===== config.mk =====
export PLATFORM = sky130hd
export DESIGN_NAME = umi_req_decode_flat
export DESIGN_NICKNAME = d
export VERILOG_FILES = /design/src/hdl/mem_agent_pkg.sv /design/src/hdl/mem_agent_if.sv /design/src/hdl/umi_req_decode.sv /design/src/flat_wrapper.sv
export VERILOG_INCLUDE_DIRS = /design/src /design/src/hdl
export SDC_FILE = /design/constraint.sdc
export NUM_CORES = 1
export LEC_CHECK = 0
export ABC_AREA = 1
export BUFFER_PORTS_ARGS = -buffer_cell sky130_fd_sc_hd__buf_2
export CAP_MARGIN = 20
export CORE_MARGIN = 5
export CORE_UTILIZATION = 35
export DETAILED_ROUTE_END_ITERATION = 10
export GPL_ROUTABILITY_DRIVEN = 1
export PLACE_DENSITY = 0.66
export SLEW_MARGIN = 15
export SYNTH_ARGS = -nofsm -noshare
export SYNTH_HDL_FRONTEND = slang
export SYNTH_SLANG_ARGS = --single-unit

===== constraint.sdc =====
create_clock -name clk -period 1.7 [get_ports clk]
set_input_delay 0.34 -clock clk [delete_from_list [all_inputs] [get_ports clk]]
set_output_delay 0.34 -clock clk [all_outputs]
set_load 0.05 [all_outputs]

===== src/hdl/mem_agent_defs.svh =====
`ifndef MEM_AGENT_DEFS_SVH
`define MEM_AGENT_DEFS_SVH

// ##########################################################################
// Memory agent widths and sizes
// ##########################################################################

// Packet data word, one RAM row
`define MA_DW 64

// Destination and source address
`define MA_AW 32

// Command word, opcode/size/len packed in the low bits
`define MA_CW 32

// Rows of MA_DW bits, 256 x 8 bytes = 2 KB
`define MA_RAMDEPTH 256

`endif


===== src/hdl/mem_agent_pkg.sv =====
`include "mem_agent_defs.svh"

package mem_agent_pkg;

   // ##########################################################################
   // Vector types
   // ##########################################################################

   typedef logic [`MA_DW-1:0] data_t;                  // One packet data word
   typedef logic [`MA_AW-1:0] addr_t;                  // Byte address
   typedef logic [`MA_CW-1:0] cmd_t;                   // Full command word
   typedef logic [4:0]        opcode_t;                // Command opcode field
   typedef logic [2:0]        size_t;                  // log2 of element bytes
   typedef logic [7:0]        len_t;                   // Element count minus one
   typedef logic [7:0]        bmask_t;                 // One enable per data byte
   typedef logic [$clog2(`MA_RAMDEPTH)-1:0] row_t;     // RAM row index

   // ##########################################################################
   // Command word layout
   // ##########################################################################

   // Fields are LSB-anchored, upper bits zero
   localparam int CMD_OPCODE_LSB = 0;                  // Bits 4..0
   localparam int CMD_SIZE_LSB   = 5;                  // Bits 7..5
   localparam int CMD_LEN_LSB    = 8;                  // Bits 15..8

   // Request opcodes
   localparam opcode_t REQ_RD       = 5'd1;
   localparam opcode_t REQ_WR       = 5'd3;
   localparam opcode_t REQ_WRPOSTED = 5'd5;            // Write, no ack

   // Response opcodes
   localparam opcode_t RESP_RD = 5'd2;                 // Carries read data
   localparam opcode_t RESP_WR = 5'd4;                 // Write ack, zero data

endpackage


===== src/hdl/mem_agent_if.sv =====
`timescale 1ns/1ps

// Decode slot to execute stage
interface dec_exe_if
   import mem_agent_pkg::*;
   ();

   logic    valid;                                     // Slot holds a legal request
   opcode_t opcode;
   size_t   size;
   len_t    len;
   addr_t   dstaddr;                                   // Target byte address
   addr_t   srcaddr;                                   // Return address
   data_t   wrdata;                                    // Unaligned write data

   modport src (output valid, output opcode, output size, output len,
                output dstaddr, output srcaddr, output wrdata);

   modport dst (input valid, input opcode, input size, input len,
                input dstaddr, input srcaddr, input wrdata);

endinterface



===== src/hdl/umi_req_decode.sv =====
`timescale 1ns/1ps

module umi_req_decode
   import mem_agent_pkg::*;
   (
   input  logic  clk,
   input  logic  nreset,
   input  logic  req_valid,
   input  cmd_t  req_cmd,
   input  addr_t req_dstaddr,
   input  addr_t req_srcaddr,
   input  data_t req_data,
   input  logic  advance,                              // Whole pipeline moves
   output logic  req_ready,
   dec_exe_if.src dec
   );

   opcode_t cmd_opcode;
   size_t   cmd_size;
   len_t    cmd_len;
   logic    op_known;

   logic    slot_valid;
   opcode_t slot_opcode;
   size_t   slot_size;
   len_t    slot_len;
   addr_t   slot_dstaddr;
   addr_t   slot_srcaddr;
   data_t   slot_wrdata;

   // ##########################################################################
   // Command split
   // ##########################################################################

   assign cmd_opcode = req_cmd[CMD_OPCODE_LSB +: $bits(opcode_t)];
   assign cmd_size   = req_cmd[CMD_SIZE_LSB +: $bits(size_t)];
   assign cmd_len    = req_cmd[CMD_LEN_LSB +: $bits(len_t)];

   // Anything else is silently dropped
   assign op_known = (cmd_opcode == REQ_RD) ||
                     (cmd_opcode == REQ_WR) ||
                     (cmd_opcode == REQ_WRPOSTED);

   assign req_ready = advance;                         // Combinational from resp_ready

   // Request slot
   always_ff @(posedge clk or negedge nreset) begin
      if (!nreset)
         slot_valid <= 1'b0;
      else if (advance)
         slot_valid <= req_valid && op_known;          // Bubble when idle or unknown op
   end

   always_ff @(posedge clk) begin
      if (advance) begin                               // Payload, no reset
         slot_opcode  <= cmd_opcode;
         slot_size    <= cmd_size;
         slot_len     <= cmd_len;
         slot_dstaddr <= req_dstaddr;
         slot_srcaddr <= req_srcaddr;
         slot_wrdata  <= req_data;
      end
   end

   assign dec.valid   = slot_valid;
   assign dec.opcode  = slot_opcode;
   assign dec.size    = slot_size;
   assign dec.len     = slot_len;
   assign dec.dstaddr = slot_dstaddr;
   assign dec.srcaddr = slot_srcaddr;
   assign dec.wrdata  = slot_wrdata;

endmodule


===== src/flat_wrapper.sv =====
// flat-port wrapper written by rule: the top's interface ports become plain ports
module umi_req_decode_flat import mem_agent_pkg::*;
  (clk, nreset, req_valid, req_cmd, req_dstaddr, req_srcaddr, req_data, advance, req_ready, dec_valid, dec_opcode, dec_size, dec_len, dec_dstaddr, dec_srcaddr, dec_wrdata);
  dec_exe_if dec_i ();
  input  logic clk;
  input  logic nreset;
  input  logic req_valid;
  input  cmd_t req_cmd;
  input  addr_t req_dstaddr;
  input  addr_t req_srcaddr;
  input  data_t req_data;
  input  logic advance;
  output logic req_ready;
  output wire logic [$bits(dec_i.valid)-1:0] dec_valid;
  output wire logic [$bits(dec_i.opcode)-1:0] dec_opcode;
  output wire logic [$bits(dec_i.size)-1:0] dec_size;
  output wire logic [$bits(dec_i.len)-1:0] dec_len;
  output wire logic [$bits(dec_i.dstaddr)-1:0] dec_dstaddr;
  output wire logic [$bits(dec_i.srcaddr)-1:0] dec_srcaddr;
  output wire logic [$bits(dec_i.wrdata)-1:0] dec_wrdata;
  assign dec_valid = dec_i.valid;
  assign dec_opcode = dec_i.opcode;
  assign dec_size = dec_i.size;
  assign dec_len = dec_i.len;
  assign dec_dstaddr = dec_i.dstaddr;
  assign dec_srcaddr = dec_i.srcaddr;
  assign dec_wrdata = dec_i.wrdata;
  umi_req_decode u_core (.clk(clk), .nreset(nreset), .req_valid(req_valid), .req_cmd(req_cmd), .req_dstaddr(req_dstaddr), .req_srcaddr(req_srcaddr), .req_data(req_data), .advance(advance), .req_ready(req_ready), .dec(dec_i));
endmodule

==> impl_metrics.ini <==
[final_layout]
antenna_cells = 0
drive_gt1_share_pct = 67.1
fin_nets = 634
final_core_util_pct = 54.6
post-route-cell-area_um2 = 6810
area_delta_synth_final_pct = 54.8
final_cells = 655

[logic_synthesis]
synthAdderAreaFrac_pct = 0
synthTopCellsByArea = edfxtp_1 98%, dfrtp_1 0.57%, nand2_1 0.43%, a21oi_2 0.20%, buf_4 0.17%
synth_common_cells = 144 x edfxtp_1, 5 x nand2_1, 2 x inv_1
syn-cell-area_um2 = 4400
synthMuxAreaShare_pct = 0
synthArstFlopShare_pct = 0.690
ys_warn_count = 0
synth_top_family_by_area = simple AND/OR/NAND/NOR gates
synthDominantCellAreaShare_pct = 98.4
netlist_instances = 155
ys_ff_latch = 145
yosys.area.top_type = edfxtp_1
syn-num-nets = 319
synth_most_common_cell = edfxtp_1
ys_types = 7
synthXorXnorAreaFrac_pct = 0
synth_enable_flop_cells = 144
synth_compound_area_share_pct = 0.199
ys.flop_type = edfxtp_1
postSynthAreaPerCell_um2 = 28.4
synth_simple_gate_area_share_pct = 0.512
yosysSeqAreaShare_pct = 98.9

[setup_path]
crit_fanout = 1
cp_slowest_cell = edfxtp_1
critPathMaxStageDelay_ps = 390
cp_cell_sequence = buf_2
critical_path_class = reg -> out
cp-start-kind = flop
required_ps = 1360
worstSetupEndpointType = primary output
arrival_ps = 1020
path_buf_inv = 1
critical-path-top-delay-family = flip-flops
r2r_slack_ps = 1110

[power]
power_mw = 10.0
powerDensity_nw_per_um2 = 1470
peakVddDrop_mv = 0.833
power.leakage_nw = 2.96

[global_routing]
grt_antenna_before_repair = 2
grt_pass1_wl_um = 14900
grt_usage_pct = 13.9
gr-total-overflow = 0
grt_max_degree = 70
grt_pass1_vias = 2873

[timing]
rsz0062_at_grt = false
slew_violations = 0
fin_crit_ps = 1360
fin_crit_sh_pct = 80.0
setup_tns_ps = 0
setup_viol = 0
max_slew.worst_pin.slew_ps = 370
fmax_mhz = 735
hold_viol_final = 0
fin_skew_ps = 0
slew_headroom_pct = 75.3

[routing]
drc = 0
drt_iter0_markers = 123
num_vias = 2697
routed_via_density = 4.12
wirelength_um = 10800
first_pass_iters = 4
ant_nets = 0
routedWlPerCell_um = 16.4

[die]
rows = 41
ios = 310
core_um2 = 12500
die_x_um = 122
dieArea_um2 = 14900
die_y_um = 122
initial_core_util_pct = 35.3

[min_path]
hp-class = in -> reg

[placement]
placed_cell_area_um2 = 6120
dp_cells = 622
io_buffers = 293
dp_hpwl_um = 8350
place_congestion = 0.697

[clock_network]
htree_levels = 4
cts_num_sinks = 145
cts_tree = yes
clk_latency_ps = 400
postCtsSetupBuffers = 0
numCtsBuffers = 17
path_clk_slew_ps = 60
cts_buffer_depth = 2
cts_root_buffer = clkbuf_16

[run]
cap_viol_max_count = 0

[run_status]
status = completed
## logic make-up (layout without fill, tap and decap cells)
group / count (synthesis) / count (layout)
buffers and inverters: 3 / 331
AND/OR/NAND/NOR: 6 / 6
flip-flops: 145 / 145
AO/OA/AOI/OAI: 1 / 1
## final cells by class
cell class,instances,area (um2)
inverter,2,7.51
multi-input combinational,7,31.3
clock buffer,19,433
sequential,145,4350
tap,172,215
timing repair buffer,297,1530
clock inverter,13,239
fill,1029,5660
## worst paths after layout
| kind | startpoint | end | cells after the start |
|---|---|---|---|
| worst max-delay path | u_core.dec.dstaddr[1] | dec_dstaddr[1] | 1 |
| worst min-delay path | req_dstaddr[20] | u_core.dec.dstaddr[20] | 1 |
| worst max register to register | u_core.dec.valid | u_core.dec.valid | 2 |
| worst min register to register | u_core.dec.valid | u_core.dec.valid | 2 |
| max in group asynchronous | nreset | u_core.dec.valid | 2 |
| min in group asynchronous | nreset | u_core.dec.valid | 2 |
## placed cells by master (no fill, tap or decap)
cell / instances
a21oi_2: 1
buf_12: 2
buf_2: 292
buf_4: 1
buf_6: 1
bufinv_16: 7
clkbuf_1: 2
clkbuf_16: 17
clkinv_1: 3
clkinv_2: 2
clkinvlp_4: 1
dfrtp_1: 1
dlygate4sd3_1: 1
edfxtp_1: 144
inv_1: 2
nand2_1: 5
nor2_1: 1
## flip-flops by register name, indices dropped and copies added (netlist names)
signal / flops
u_core.dec.dstaddr: 32
u_core.dec.srcaddr: 32
u_core.dec.wrdata: 64
u_core.dec.opcode: 5
u_core.dec.size: 3
u_core.dec.len: 8
u_core.dec.valid: 1
## what timing repair did
| action | in CTS | in global routing |
|---|---|---|
| hold endpoints to repair | 1 | 0 |
| gates resized for setup | 0 | 0 |
| hold buffers | 1 | 0 |
## per-layer routing
metal	routed length [um]	GRT usage, %	vias to the layer above
li1	-	-	1252
met1	3430	13.5	1248
met2	5660	23.7	177
met3	1490	8.22	16
met4	158	6.09	4
met5	21	0	-
## power by group
part,internal [mW],switching (mW)
clock,2.88,1.32
sequential,4.25,0.0626
combinational,0.312,1.21
## per-stage QoR
stage / setup WS (ps) / hold slack [ps]
2_1_floorplan: 759 / 44.4
3_3_place_gp: 467 / 129
3_5_place_dp: 489 / 129
4_1_cts: 300 / 83.4
5_1_grt: 292 / 72.7
6_report: 340 / 104
No activity file was read; power rests on OpenSTA's default activity.
