==> src/hdl/mem_agent_defs.svh <==
`ifndef MEM_AGENT_DEFS_SVH
`define MEM_AGENT_DEFS_SVH

// ##########################################################################
// Memory agent widths and sizes
// ##########################################################################

// Packet data word, one RAM row
`define MA_DW 64

// Destination and source address
`define MA_AW 32

// Command word, opcode/size/len packed in the low bits
`define MA_CW 32

// Rows of MA_DW bits, 256 x 8 bytes = 2 KB
`define MA_RAMDEPTH 256

`endif

==> src/hdl/mem_agent_pkg.sv <==
`include "mem_agent_defs.svh"

package mem_agent_pkg;

   // ##########################################################################
   // Vector types
   // ##########################################################################

   typedef logic [`MA_DW-1:0] data_t;                  // One packet data word
   typedef logic [`MA_AW-1:0] addr_t;                  // Byte address
   typedef logic [`MA_CW-1:0] cmd_t;                   // Full command word
   typedef logic [4:0]        opcode_t;                // Command opcode field
   typedef logic [2:0]        size_t;                  // log2 of element bytes
   typedef logic [7:0]        len_t;                   // Element count minus one
   typedef logic [7:0]        bmask_t;                 // One enable per data byte
   typedef logic [$clog2(`MA_RAMDEPTH)-1:0] row_t;     // RAM row index

   // ##########################################################################
   // Command word layout
   // ##########################################################################

   // Fields are LSB-anchored, upper bits zero
   localparam int CMD_OPCODE_LSB = 0;                  // Bits 4..0
   localparam int CMD_SIZE_LSB   = 5;                  // Bits 7..5
   localparam int CMD_LEN_LSB    = 8;                  // Bits 15..8

   // Request opcodes
   localparam opcode_t REQ_RD       = 5'd1;
   localparam opcode_t REQ_WR       = 5'd3;
   localparam opcode_t REQ_WRPOSTED = 5'd5;            // Write, no ack

   // Response opcodes
   localparam opcode_t RESP_RD = 5'd2;                 // Carries read data
   localparam opcode_t RESP_WR = 5'd4;                 // Write ack, zero data

endpackage

==> src/hdl/mem_agent_if.sv <==


// Execute slot to response builder
interface exe_res_if
   import mem_agent_pkg::*;
   ();

   logic    valid;
   opcode_t opcode;                                    // Still the request opcode
   size_t   size;
   len_t    len;
   addr_t   dstaddr;
   addr_t   srcaddr;
   data_t   rddata;                                    // Row already shifted down

   modport src (output valid, output opcode, output size, output len,
                output dstaddr, output srcaddr, output rddata);

   modport dst (input valid, input opcode, input size, input len,
                input dstaddr, input srcaddr, input rddata);

endinterface

==> src/hdl/umi_resp_builder.sv <==
`timescale 1ns/1ps

module umi_resp_builder
   import mem_agent_pkg::*;
   (
   input  logic  clk,
   input  logic  nreset,
   exe_res_if.dst exe,
   input  logic  resp_ready,
   output logic  advance,                              // Shared slot load enable
   output logic  resp_valid,
   output cmd_t  resp_cmd,
   output addr_t resp_dstaddr,
   output addr_t resp_srcaddr,
   output data_t resp_data
   );

   logic    is_read;
   logic    needs_resp;
   opcode_t resp_opcode;
   cmd_t    cmd_next;

   // ##########################################################################
   // Response encoding
   // ##########################################################################

   assign is_read    = (exe.opcode == REQ_RD);
   assign needs_resp = exe.valid && (is_read || (exe.opcode == REQ_WR));   // Posted: none
   assign resp_opcode = is_read ? RESP_RD : RESP_WR;

   always_comb begin
      cmd_next = '0;                                   // Unused upper bits stay zero
      cmd_next[CMD_OPCODE_LSB +: $bits(opcode_t)] = resp_opcode;
      cmd_next[CMD_SIZE_LSB +: $bits(size_t)]     = exe.size;
      cmd_next[CMD_LEN_LSB +: $bits(len_t)]       = exe.len;
   end

   // Empty or draining this cycle
   assign advance = !resp_valid || resp_ready;

   always_ff @(posedge clk or negedge nreset) begin
      if (!nreset)
         resp_valid <= 1'b0;
      else if (advance)
         resp_valid <= needs_resp;
   end

   // Response register, only touched when a new packet lands
   always_ff @(posedge clk) begin
      if (advance && needs_resp) begin
         resp_cmd     <= cmd_next;
         resp_dstaddr <= exe.srcaddr;                  // Back to requester
         resp_srcaddr <= exe.dstaddr;
         resp_data    <= is_read ? exe.rddata : '0;    // Acks carry no data
      end
   end

endmodule
==> src/flat_wrapper.sv <==
// flat-port wrapper written by rule: the top's interface ports become plain ports
module umi_resp_builder_flat import mem_agent_pkg::*;
  (clk, nreset, resp_ready, advance, resp_valid, resp_cmd, resp_dstaddr, resp_srcaddr, resp_data, exe_valid, exe_opcode, exe_size, exe_len, exe_dstaddr, exe_srcaddr, exe_rddata);
  exe_res_if exe_i ();
  input  logic clk;
  input  logic nreset;
  input  logic resp_ready;
  output logic advance;
  output logic resp_valid;
  output cmd_t resp_cmd;
  output addr_t resp_dstaddr;
  output addr_t resp_srcaddr;
  output data_t resp_data;
  input wire logic [$bits(exe_i.valid)-1:0] exe_valid;
  input wire logic [$bits(exe_i.opcode)-1:0] exe_opcode;
  input wire logic [$bits(exe_i.size)-1:0] exe_size;
  input wire logic [$bits(exe_i.len)-1:0] exe_len;
  input wire logic [$bits(exe_i.dstaddr)-1:0] exe_dstaddr;
  input wire logic [$bits(exe_i.srcaddr)-1:0] exe_srcaddr;
  input wire logic [$bits(exe_i.rddata)-1:0] exe_rddata;
  assign exe_i.valid = exe_valid;
  assign exe_i.opcode = exe_opcode;
  assign exe_i.size = exe_size;
  assign exe_i.len = exe_len;
  assign exe_i.dstaddr = exe_dstaddr;
  assign exe_i.srcaddr = exe_srcaddr;
  assign exe_i.rddata = exe_rddata;
  umi_resp_builder u_core (.clk(clk), .nreset(nreset), .exe(exe_i), .resp_ready(resp_ready), .advance(advance), .resp_valid(resp_valid), .resp_cmd(resp_cmd), .resp_dstaddr(resp_dstaddr), .resp_srcaddr(resp_srcaddr), .resp_data(resp_data));
endmodule
==> config.mk <==
export PLATFORM = sky130hd
export DESIGN_NAME = umi_resp_builder_flat
export DESIGN_NICKNAME = d
export VERILOG_FILES = /design/src/hdl/mem_agent_pkg.sv /design/src/hdl/mem_agent_if.sv /design/src/hdl/umi_resp_builder.sv /design/src/flat_wrapper.sv
export VERILOG_INCLUDE_DIRS = /design/src /design/src/hdl
export SDC_FILE = /design/constraint.sdc
export NUM_CORES = 1
export LEC_CHECK = 0
export ABC_AREA = 1
export BUFFER_PORTS_ARGS = -buffer_cell sky130_fd_sc_hd__buf_2
export CAP_MARGIN = 20
export CELL_PAD_IN_SITES_DETAIL_PLACEMENT = 0
export CELL_PAD_IN_SITES_GLOBAL_PLACEMENT = 2
export CORE_MARGIN = 2
export CORE_UTILIZATION = 24
export DETAILED_ROUTE_END_ITERATION = 6
export PLACE_DENSITY_LB_ADDON = 0.1
export SLEW_MARGIN = 20
export SYNTH_ARGS = -nofsm -noshare
export SYNTH_HDL_FRONTEND = slang
export SYNTH_SLANG_ARGS = --single-unit
==> constraint.sdc <==
create_clock -name clk -period 7 [get_ports clk]
set_input_delay 0.7 -clock clk [delete_from_list [all_inputs] [get_ports clk]]
set_output_delay 0.7 -clock clk [all_outputs]
set_load 0.005 [all_outputs]
==> results.txt, run 1 <==
DRT Pass-1 Iters - 4
Setup TNS - 0 ns
Gates resized, CTS repair - 0
WS Path Type - primary input to register
Fillers - 2134
WP data required - 7.04 ns
Final #Nets - 761
Row count - 53
Initial antenna violation count - 2
CP Launch Type - primary input
Least-Margin Pin Slew - 1.074 ns
Initial Util - 24.46%
Synth area leaders - edfxtp_1 (82%), inv_1 (5.0%), nor2_2 (3.9%), buf_4 (2.8%), nor2_4 (2.2%)
Register area share after synthesis - 82.56%
Slew margin rel. - 28.40%
CP endpoint kind - register
Leak Pwr - 3.551 nW
Final Cycle Share - 37.70%
R2r endpoint - u_core.resp_cmd[12]
Initial DRC count - 115
# Post-CTS Setup Buffers - 0
RSZ-0062 raised after global routing - no
Reg2Reg Setup Slack - 4.59 ns
Die width - 150.6 um
Grt total ovfl - 0
Core Area - 0.02109 sq mm
Via density - 3.655
I/O pin cnt - 310
Max IR drop VDD - 111.0 uV
Main flop type after synthesis - edfxtp_1
Post-route DRC - 0
Total vias in the final route - 3293
Synth warn - 0
Fraction of layout cells with a size suffix above 1 - 58.88%
DR WL/cell - 15.08 um
Fmax - 0.3789 GHz
PwrDens - 268.4 mW/mm^2
Syn Std Cell Area - 0.005159 sq mm
Worst reg2reg path depth - 4
Root buf cell - clkbuf_16
Post-Route WL - 13590 um
Pwr Total - 2.016 mW
First-pass GRT wire length - 18410 um
PortBufs - 290
Status - completed
Post-CTS Hold Fix Bufs - 0
Final setup violation count - 0
Yosys reg bits - 142
Largest net degree at the start of global routing - 67
Post-synth top area cell - edfxtp_1
Die Area - 0.02268 sq mm
Worst Hold Class - primary input to asynchronous set/reset pin
Final hold vios - 0
Count of clock tree sinks - 142
Library cells used by synthesis - 14
Maxcap violations - 0
Most frequent cell after synthesis - edfxtp_1
Critical path peak fanout - 65
Yosys top cell area share - 82.08%
Antenna Violating Nets Remaining - 0
TritonCTS Buffers - 17
Worst-Skew Late Latency - 0.42 ns
Syn_area_per_cell - 16.69 sq um
Worst-path clk slew - 0.06 ns
Clock buffer depth - 2
Vias in the first global route - 3166
Post-synth top cells - edfxtp_1 (141), inv_1 (69), nor2_2 (32), nor2_1 (26), buf_4 (19)
Reg2Reg Launch Point - u_core.resp_valid
Async set-reset flop share out of synthesis - 0.7042%
CTS tree - done
Post-synth EDFFs - 141
Clock Skew - 0.01302 ns
Cell count after synthesis - 309
Area Overhead vs Synth - 45.57%
Placer Congestion - 0.6887
H-tree Lvls - 4
Max-slew violations - 0
Overall Global Routing Usage - 11.41%
CP arrival - 2.68 ns
Min cycle time layout - 2.639 ns
Die Y - 150.6 um
DP HPWL - 10270 um
power by group:
| part | internal, mW | total, mW | switching [mW] |
|---|---|---|---|
| clock | 0.640 | 1.00 | 0.364 |
| sequential | 0.938 | 0.939 | 0.00126 |
| combinational | 0.0371 | 0.0719 | 0.0348 |
| total | 1.62 | 2.02 | 0.400 |
how the worst max path moves through the flow:
| stage | startpoint | to | slack (ns) |
|---|---|---|---|
| 3_3_place_gp | exe_opcode[4] | u_core.resp_dstaddr[12] | 3.93 |
| 2_1_floorplan | exe_opcode[3] | u_core.resp_cmd[10] | 1.94 |
| 3_5_place_dp | exe_opcode[3] | u_core.resp_cmd[13] | 3.89 |
| 6_report | exe_opcode[3] | u_core.resp_cmd[12] | 4.36 |
| 5_1_grt | exe_opcode[3] | u_core.resp_srcaddr[2] | 4.20 |
| 4_1_cts | exe_opcode[3] | u_core.resp_srcaddr[2] | 4.35 |
per-stage QoR:
stage / std cells / utilization (%) / hold slack [ns] / setup WS [ns] / area [sq um]
4_1_cts: 900 / 35.60 / 0.01864 / 4.353 / 7507
5_1_grt: 901 / 35.61 / 0.01799 / 4.199 / 7510
3_5_place_dp: 869 / 32.49 / 0.4772 / 3.886 / 6852
6_report: 901 / 35.61 / 0.04055 / 4.361 / 7510
2_1_floorplan: 327 / - / 0.4044 / 1.945 / 5229
3_3_place_gp: 869 / 32.49 / 0.4768 / 3.929 / 6852
critical path, cell delays in order:
cell and delay (ns):
buf_2 0.10, nor2_2 0.17, nand3_1 0.17, nor2_4 0.68
buf_4 0.79
area by class of cell:
type | count | area (sq um) | area share (%)
Sequential cell | 142 | 4259 | 56.71
Inverter | 69 | 259.0 | 3.449
Timing Repair Buffer | 293 | 1474 | 19.63
Antenna cell | 1 | 2.502 | 0.03332
Clock buffer | 17 | 425.4 | 5.665
Tap cell | 275 | 344.1 | 4.582
Multi-Input combinational cell | 90 | 515.5 | 6.864
Clock inverter | 14 | 230.2 | 3.066
logic make-up (layout without fill, tap and decap cells):
| logic type | after synthesis | after routing | share of synthesized area [%] |
|---|---|---|---|
| flip-flops | 142 | 142 | 82.56 |
| buffers and inverters | 95 | 393 | 9.047 |
| AND/OR/NAND/NOR | 71 | 71 | 8.319 |
| other | 1 | 20 | 0.07269 |
state kept, by name, indices dropped and copies added, names as in the netlist:
signal	flops
u_core.resp_srcaddr	32
u_core.resp_data	64
u_core.resp_valid	1
u_core.resp_dstaddr	32
u_core.resp_cmd	13
cells in the final DEF, fill, tap and decap left out:
cell	synthesis	layout
nor2_2	32	32
nand3_4	0	1
buf_2	1	290
diode_2	0	1
buf_4	19	3
nor2_1	26	25
clkinv_4	0	2
nand2_1	1	1
inv_1	69	69
clkbuf_16	0	17
bufinv_16	0	5
clkinv_2	0	1
inv_6	0	4
dfrtp_1	1	1
nor2_4	10	11
edfxtp_1	141	141
conb_1	1	19
nand3_1	1	1
inv_8	0	2
routing by layer:
layer | global-route usage [%] | wire length, um | up-vias
met2 | 18.48 | 6479 | 198
li1 | - | - | 1587
met5 | 0 | 12 | -
met4 | 5.000 | 194 | 2
met3 | 6.061 | 1946 | 15
met1 | 12.43 | 4952 | 1491
(Power assumes the default switching activity.)
==> run 2: changes to the inputs <==
--- a/config.mk
+++ b/config.mk
@@ -12,7 +12,7 @@
 export CELL_PAD_IN_SITES_DETAIL_PLACEMENT = 0
 export CELL_PAD_IN_SITES_GLOBAL_PLACEMENT = 2
 export CORE_MARGIN = 2
-export CORE_UTILIZATION = 24
+export CORE_UTILIZATION = 27
 export DETAILED_ROUTE_END_ITERATION = 6
 export PLACE_DENSITY_LB_ADDON = 0.1
 export SLEW_MARGIN = 20
==> constraint.sdc (replaced) <==
create_clock -name clk -period 2.55 [get_ports clk]
set_input_delay 0.255 -clock clk [delete_from_list [all_inputs] [get_ports clk]]
set_output_delay 0.255 -clock clk [all_outputs]
set_load 0.005 [all_outputs]
==> run 2 against run 1 <==
Design area grew 9.0%. Core utilization increased by 8.2 points. Via count increased by 10%.
==> results.txt, run 2 (synthesized netlist as in run 1, its figures left out) <==
Status - completed
Critical path peak fanout - 81 (+25%)
Worst reg2reg path depth - 4 (unchanged)
Post-route DRC - 0 (unchanged)
Post-CTS Hold Fix Bufs - 73 (+73)
Worst-path clk slew - 0.06 ns (about the same)
Clock power frac - 45.8% (-4.0 points)
Via density - 3.859 (+5.6%)
Final #Nets - 837 (+10%)
Row count - 50 (-5.7%)
Most common cell after layout, fill and taps aside - buf_2
Count of clock tree sinks - 142 (unchanged)
Worst setup margin - 1.072 ns (-3.289 ns)
PortBufs - 290 (unchanged)
Reg2Reg Setup Slack - 1.07 ns (-3.52 ns)
Overall Global Routing Usage - 13.85% (+2.4 points)
Least-Margin Pin Slew - 1.060 ns (-0.01378 ns)
Max IR drop VDD - 440.2 uV (+300%)
WP buf/inv - 2 (unchanged)
Final Cycle Share - 57.96%
Vias in the first global route - 3680 (+16%)
Root buf cell - clkbuf_16
Die width - 142.2 um (-5.6%)
I/O pin cnt - 310 (unchanged)
Initial Util - 27.58% (+3.1 points)
Reg2Reg Launch Point - u_core.resp_valid
WP data required - 2.60 ns (-4.44 ns)
Worst path top cell family by delay - buffers and inverters
Slowest stage delay, CP - 0.38 ns (-0.41 ns)
PwrDens - 647.8 mW/mm^2 (+140%)
Most frequent cells in the layout - buf_2 (290), edfxtp_1 (141), dlygate4sd3_1 (75)
Clock buffer depth - 2 (unchanged)
Total vias in the final route - 3624 (+10%)
WS Path Type - register to register
Min cycle time layout - 1.478 ns
Fraction of layout cells with a size suffix above 1 - 52.85% (-6.0 points)
Sw frac - 22.15% (+2.3 points)
# Post-CTS Setup Buffers - 0 (unchanged)
Maxcap violations - 0 (unchanged)
CP Launch Point - u_core.resp_valid
Area Overhead vs Synth - 58.72%
Pwr Total - 5.304 mW (+160%)
P_int - 4.130 mW (+160%)
Critical Path Stages - 4 (-1)
Worst-Skew Late Latency - 0.42 ns (about the same)
Crit path to - u_core.resp_dstaddr[31]
Grt total ovfl - 0 (unchanged)
First-pass GRT wire length - 20690 um (+12%)
Die Y - 142.2 um (-5.6%)
TritonCTS Buffers - 17 (unchanged)
Max reg flops - 64 (unchanged)
Max-slew violations - 0 (unchanged)
Slew margin rel. - 29.32% (+0.92 points)
Final setup violation count - 0 (unchanged)
Initial DRC count - 140 (+22%)
Leak Pwr - 3.820 nW (+7.6%)
Largest registers - u_core.resp_data x64, u_core.resp_dstaddr x32, u_core.resp_srcaddr x32
Placer Congestion - 0.7393 (+7.3%)
Placed cell count - 829 (-4.6%)
R2r endpoint - u_core.resp_dstaddr[31]
Clock Skew - 0.007395 ns (-0.005622 ns)
CTS tree - done
CP arrival - 1.53 ns (-1.15 ns)
Gate power share - 5.6% (+2.0 points)
CP max stage cell - dfrtp_1
Setup TNS - 0 ns (unchanged)
Largest net degree at the start of global routing - 82 (+22%)
CP Cell Sequence - inv_1 -> nor2_1 -> nor2_4 -> buf_12
H-tree Lvls - 4 (unchanged)
RSZ-0062 raised after global routing - no
DR WL/cell - 15.04 um (-0.26%)
Final hold vios - 0 (unchanged)
Flop pwr share - 48.6% (+2.0 points)
Core Area - 0.01871 sq mm (-11%)
Gates resized, CTS repair - 0 (unchanged)
Die Area - 0.02023 sq mm (-11%)
Antenna Violating Nets Remaining - 0 (unchanged)
Top reg by flops - u_core.resp_data
Non-Filler Instances - 939 (+4.2%)
Placement Setup Slack - 0.7578 ns (-3.128 ns)
CP endpoint kind - register
DP HPWL - 10020 um (-2.5%)
Hold Worst Slack - 0.02781 ns (-0.01274 ns)
DRT Pass-1 Iters - 4 (unchanged)
Psw - 1.175 mW (+190%)
Fmax - 0.6766 GHz
Initial antenna violation count - 5 (+3)
Worst Hold Class - primary input to register
Post-Route WL - 14120 um (+3.9%)
CP Launch Type - register
-- run 2: worst reg2reg max path, stage by stage (launching register included) --
cell     delay [ns]
dfrtp_1        0.38
inv_1          0.05
nor2_1         0.06
nor2_4         0.17
buf_12         0.34
-- run 2: metal layers --
layer	wire, um	track usage, %	vias up
li1	-	-	1739
met1	5246	14.83	1669
met2	7034	23.47	192
met3	1531	6.561	18
met4	266	5.842	6
met5	43	0	-
-- run 2: through the flow --
stage          area [sq um]  utilization, %
6_report               8188           43.77
5_1_grt                8188           43.77
4_1_cts                8160           43.63
3_5_place_dp           6855           36.65
3_3_place_gp           6855           36.65
2_1_floorplan          5256               -
-- run 2: power groups by stage --
| stage | Clock, mW | Combinational [mW] | Sequential [mW] |
|---|---|---|---|
| floorplan | 0 | 0.0845 | 2.63 |
| global placement | 0 | 0.203 | 2.63 |
| detailed placement | 0 | 0.207 | 2.63 |
| CTS | 2.50 | 0.299 | 2.58 |
| global route | 2.58 | 0.333 | 2.58 |
| finish | 2.43 | 0.297 | 2.58 |
-- run 2: how the worst min path moves through the flow --
stage,slack (ns),to,cells after the start,startpoint
2_1_floorplan,-0.04,u_core.resp_valid,0,nreset
3_3_place_gp,0.03,u_core.resp_valid,1,nreset
3_5_place_dp,0.03,u_core.resp_valid,1,nreset
4_1_cts,0.002,u_core.resp_cmd[12],1,exe_len[4]
5_1_grt,0.007,u_core.resp_srcaddr[22],1,exe_dstaddr[22]
6_report,0.03,u_core.resp_srcaddr[22],1,exe_dstaddr[22]
-- run 2: final cells by class --
| class | count | area (sq um) |
|---|---|---|
| Fill cell | 1813 | 10520 |
| Sequential cell | 142 | 4259 |
| Timing Repair Buffer | 369 | 2257 |
| Multi-Input combinational cell | 90 | 530.5 |
| Clock buffer | 18 | 429.2 |
| Tap cell | 234 | 292.8 |
| Inverter | 69 | 266.5 |
| Clock inverter | 14 | 145.1 |
| Antenna cell | 3 | 7.507 |
==> run 3: changes to the inputs <==
--- a/config.mk
+++ b/config.mk
@@ -12,7 +12,7 @@
 export CELL_PAD_IN_SITES_DETAIL_PLACEMENT = 0
 export CELL_PAD_IN_SITES_GLOBAL_PLACEMENT = 2
 export CORE_MARGIN = 2
-export CORE_UTILIZATION = 27
+export CORE_UTILIZATION = 24
 export DETAILED_ROUTE_END_ITERATION = 6
 export PLACE_DENSITY_LB_ADDON = 0.1
 export SLEW_MARGIN = 20
==> constraint.sdc (replaced) <==
create_clock -name clk -period 1.2 [get_ports clk]
set_input_delay 0.12 -clock clk [delete_from_list [all_inputs] [get_ports clk]]
set_output_delay 0.12 -clock clk [all_outputs]
set_load 0.005 [all_outputs]
==> run 3 against run 2 <==
The flow now finishes with violations (setup timing). Cell count up 9.9%. Core utilization down 1.7 points. Die area up 12%. Count of clock-buffer cells in the layout down 1. Register-to-register slack worse by 1.1 ns. Critical path depth up 1. Total power up 120%. Setup slack worse by 1.1 ns. Clock power up 130%. Flip-flop and latch count unchanged.
==> results.txt, run 3 (synthesized netlist as in run 1, its figures left out) <==
Status - complete, but fails checks
Failing checks - setup timing
CP endpoint kind - register
Post-Route WL - 15200 um (+7.6%)
Overall Global Routing Usage - 12.55% (-1.3 points)
TritonCTS Buffers - 17 (unchanged)
Core Area - 0.02109 sq mm (+13%)
CTS tree - done
Root buf cell - clkbuf_16
DR WL/cell - 14.73 um (-2.1%)
I/O pin cnt - 310 (unchanged)
Placed cell count - 881 (+6.3%)
Largest net degree at the start of global routing - 30 (-63%)
Post-route DRC - 0 (unchanged)
Clock buffer depth - 2 (unchanged)
Placer Congestion - 0.7142 (-3.4%)
Initial Util - 24.46% (-3.1 points)
Non-Filler Instances - 1032 (+9.9%)
Maxcap violations - 0 (unchanged)
CP Launch Type - register
Min cycle time layout - 1.278 ns (-0.2004 ns)
Die Area - 0.02268 sq mm (+12%)
WP data required - 1.31 ns (-1.29 ns)
PwrDens - 1338 mW/mm^2 (+110%)
Vias in the first global route - 3730 (+1.4%)
H-tree Lvls - 4 (unchanged)
Worst-Skew Late Latency - 0.42 ns (about the same)
Die Y - 150.6 um (+5.9%)
RSZ-0062 raised after global routing - yes
Count of clock tree sinks - 142 (unchanged)
Max reg flops - 64 (unchanged)
Most frequent cells in the layout - buf_2 (289), edfxtp_1 (141), dlygate4sd3_1 (116)
Fmax - 0.7827 GHz (+16%)
WS Path Type - register to register
Worst Hold Class - primary input to register
PortBufs - 290 (unchanged)
Total vias in the final route - 3817 (+5.3%)
Fillers - 2069 (+14%)
Final #Nets - 890 (+6.3%)
Max-slew violations - 0 (unchanged)
Initial antenna violation count - 2 (-3)
Final Cycle Share - 106.5% (+49 points)
Clock Skew - 0.003868 ns (-0.003527 ns)
Max IR drop VDD - 719.0 uV (+63%)
Antenna Violating Nets Remaining - 0 (unchanged)
Placement Setup Slack - -0.1953 ns (-0.9530 ns)
Hold Worst Slack - 0.002497 ns (-0.02531 ns)
Via density - 3.699 (-4.2%)
Largest registers - u_core.resp_data x64, u_core.resp_dstaddr x32, u_core.resp_srcaddr x32
Final setup violation count - 135 (+135)
Worst-path clk slew - 0.06 ns (about the same)
DP HPWL - 11580 um (+16%)
Top reg by flops - u_core.resp_data
Most common cell after layout, fill and taps aside - buf_2
Row count - 53 (+6.0%)
Worst setup margin - -0.07769 ns (-1.150 ns)
Area Overhead vs Synth - 71.91%
Die width - 150.6 um (+5.9%)
Fraction of layout cells with a size suffix above 1 - 50.80% (-2.1 points)
Leak Pwr - 4.119 nW (+7.8%)
Initial DRC count - 138 (-1.4%)
First-pass GRT wire length - 20630 um (-0.30%)
DRT Pass-1 Iters - 4 (unchanged)
Final core utilization - 42.06% (-1.7 points)
Critical path peak fanout - 27 (-67%)
Grt total ovfl - 0 (unchanged)
CP arrival - 1.39 ns (-0.14 ns)
Final hold vios - 0 (unchanged)
run 3: cell count changes in the layout (fill, tap and decap cells not counted), sizes merged, moves of 3 or more:
cell,change
dlygate4sd3,+41
buf,+12
clkinv,+4
clkinvlp,-4
bufinv,+3
inv,-3
run 3: final timing paths:
kind	depth (start not counted)	from	slack [ns]	endpoint
setup reg to reg	5	u_core.resp_valid	-0.08	u_core.resp_dstaddr[11]
min in group asynchronous	2	nreset	0.04	u_core.resp_valid
hold reg to reg	4	u_core.resp_valid	0.64	u_core.resp_valid
max in group asynchronous	2	nreset	1.08	u_core.resp_valid
hold / removal	4	resp_ready	0.002	u_core.resp_valid
setup / recovery	5	u_core.resp_valid	-0.08	u_core.resp_dstaddr[11]
run 3: where the power goes:
group | internal [mW] | switching (mW) | total [mW]
Combinational | 0.488 | 0.282 | 0.770
Clock | 3.52 | 2.10 | 5.62
Sequential | 5.47 | 0.00862 | 5.48
run 3: worst max-delay path: stages, from the launching register on:
cell	delay (ns)
dfrtp_1	0.38
inv_2	0.07
nor2_4	0.04
nor2_4	0.10
buf_12	0.17
buf_12	0.20
run 3: final cells by class:
type	instances	area, sq um	area share, %
Clock inverter	14	209.0	2.356
Timing Repair Buffer	422	2841	32.04
Antenna cell	3	7.507	0.08465
Tap cell	275	344.1	3.880
Clock buffer	17	425.4	4.797
Sequential cell	142	4259	48.02
Multi-Input combinational cell	90	523.0	5.897
Inverter	69	259.0	2.920
run 3: metal layers:
metal / vias up / track usage (%) / wire length [um]
met3: 16 / 5.788 / 1663
met2: 199 / 22.09 / 7682
met1: 1750 / 13.24 / 5651
li1: 1852 / - / -
met4: 0 / 4.299 / 203
met5: - / 0 / 0
run 3: timing repair:
action,CTS,global route
buffers inserted,1,0
hold buffers,116,0
endpoints found under the setup margin,142,143
resized for setup,4,2
endpoints found under the hold margin,117,0
pin swaps,0,0
run 3: through the flow:
step                setup TNS, ns  power (mW)  instance area (sq um)
detailed placement         -23.61       6.048                   7032
global route               -13.21       12.32                   8864
floorplan                 -249.58       5.770                   5236
CTS                        -7.751       12.06                   8847
finish                     -6.613       11.87                   8869
global placement           -20.71       6.043                   7032
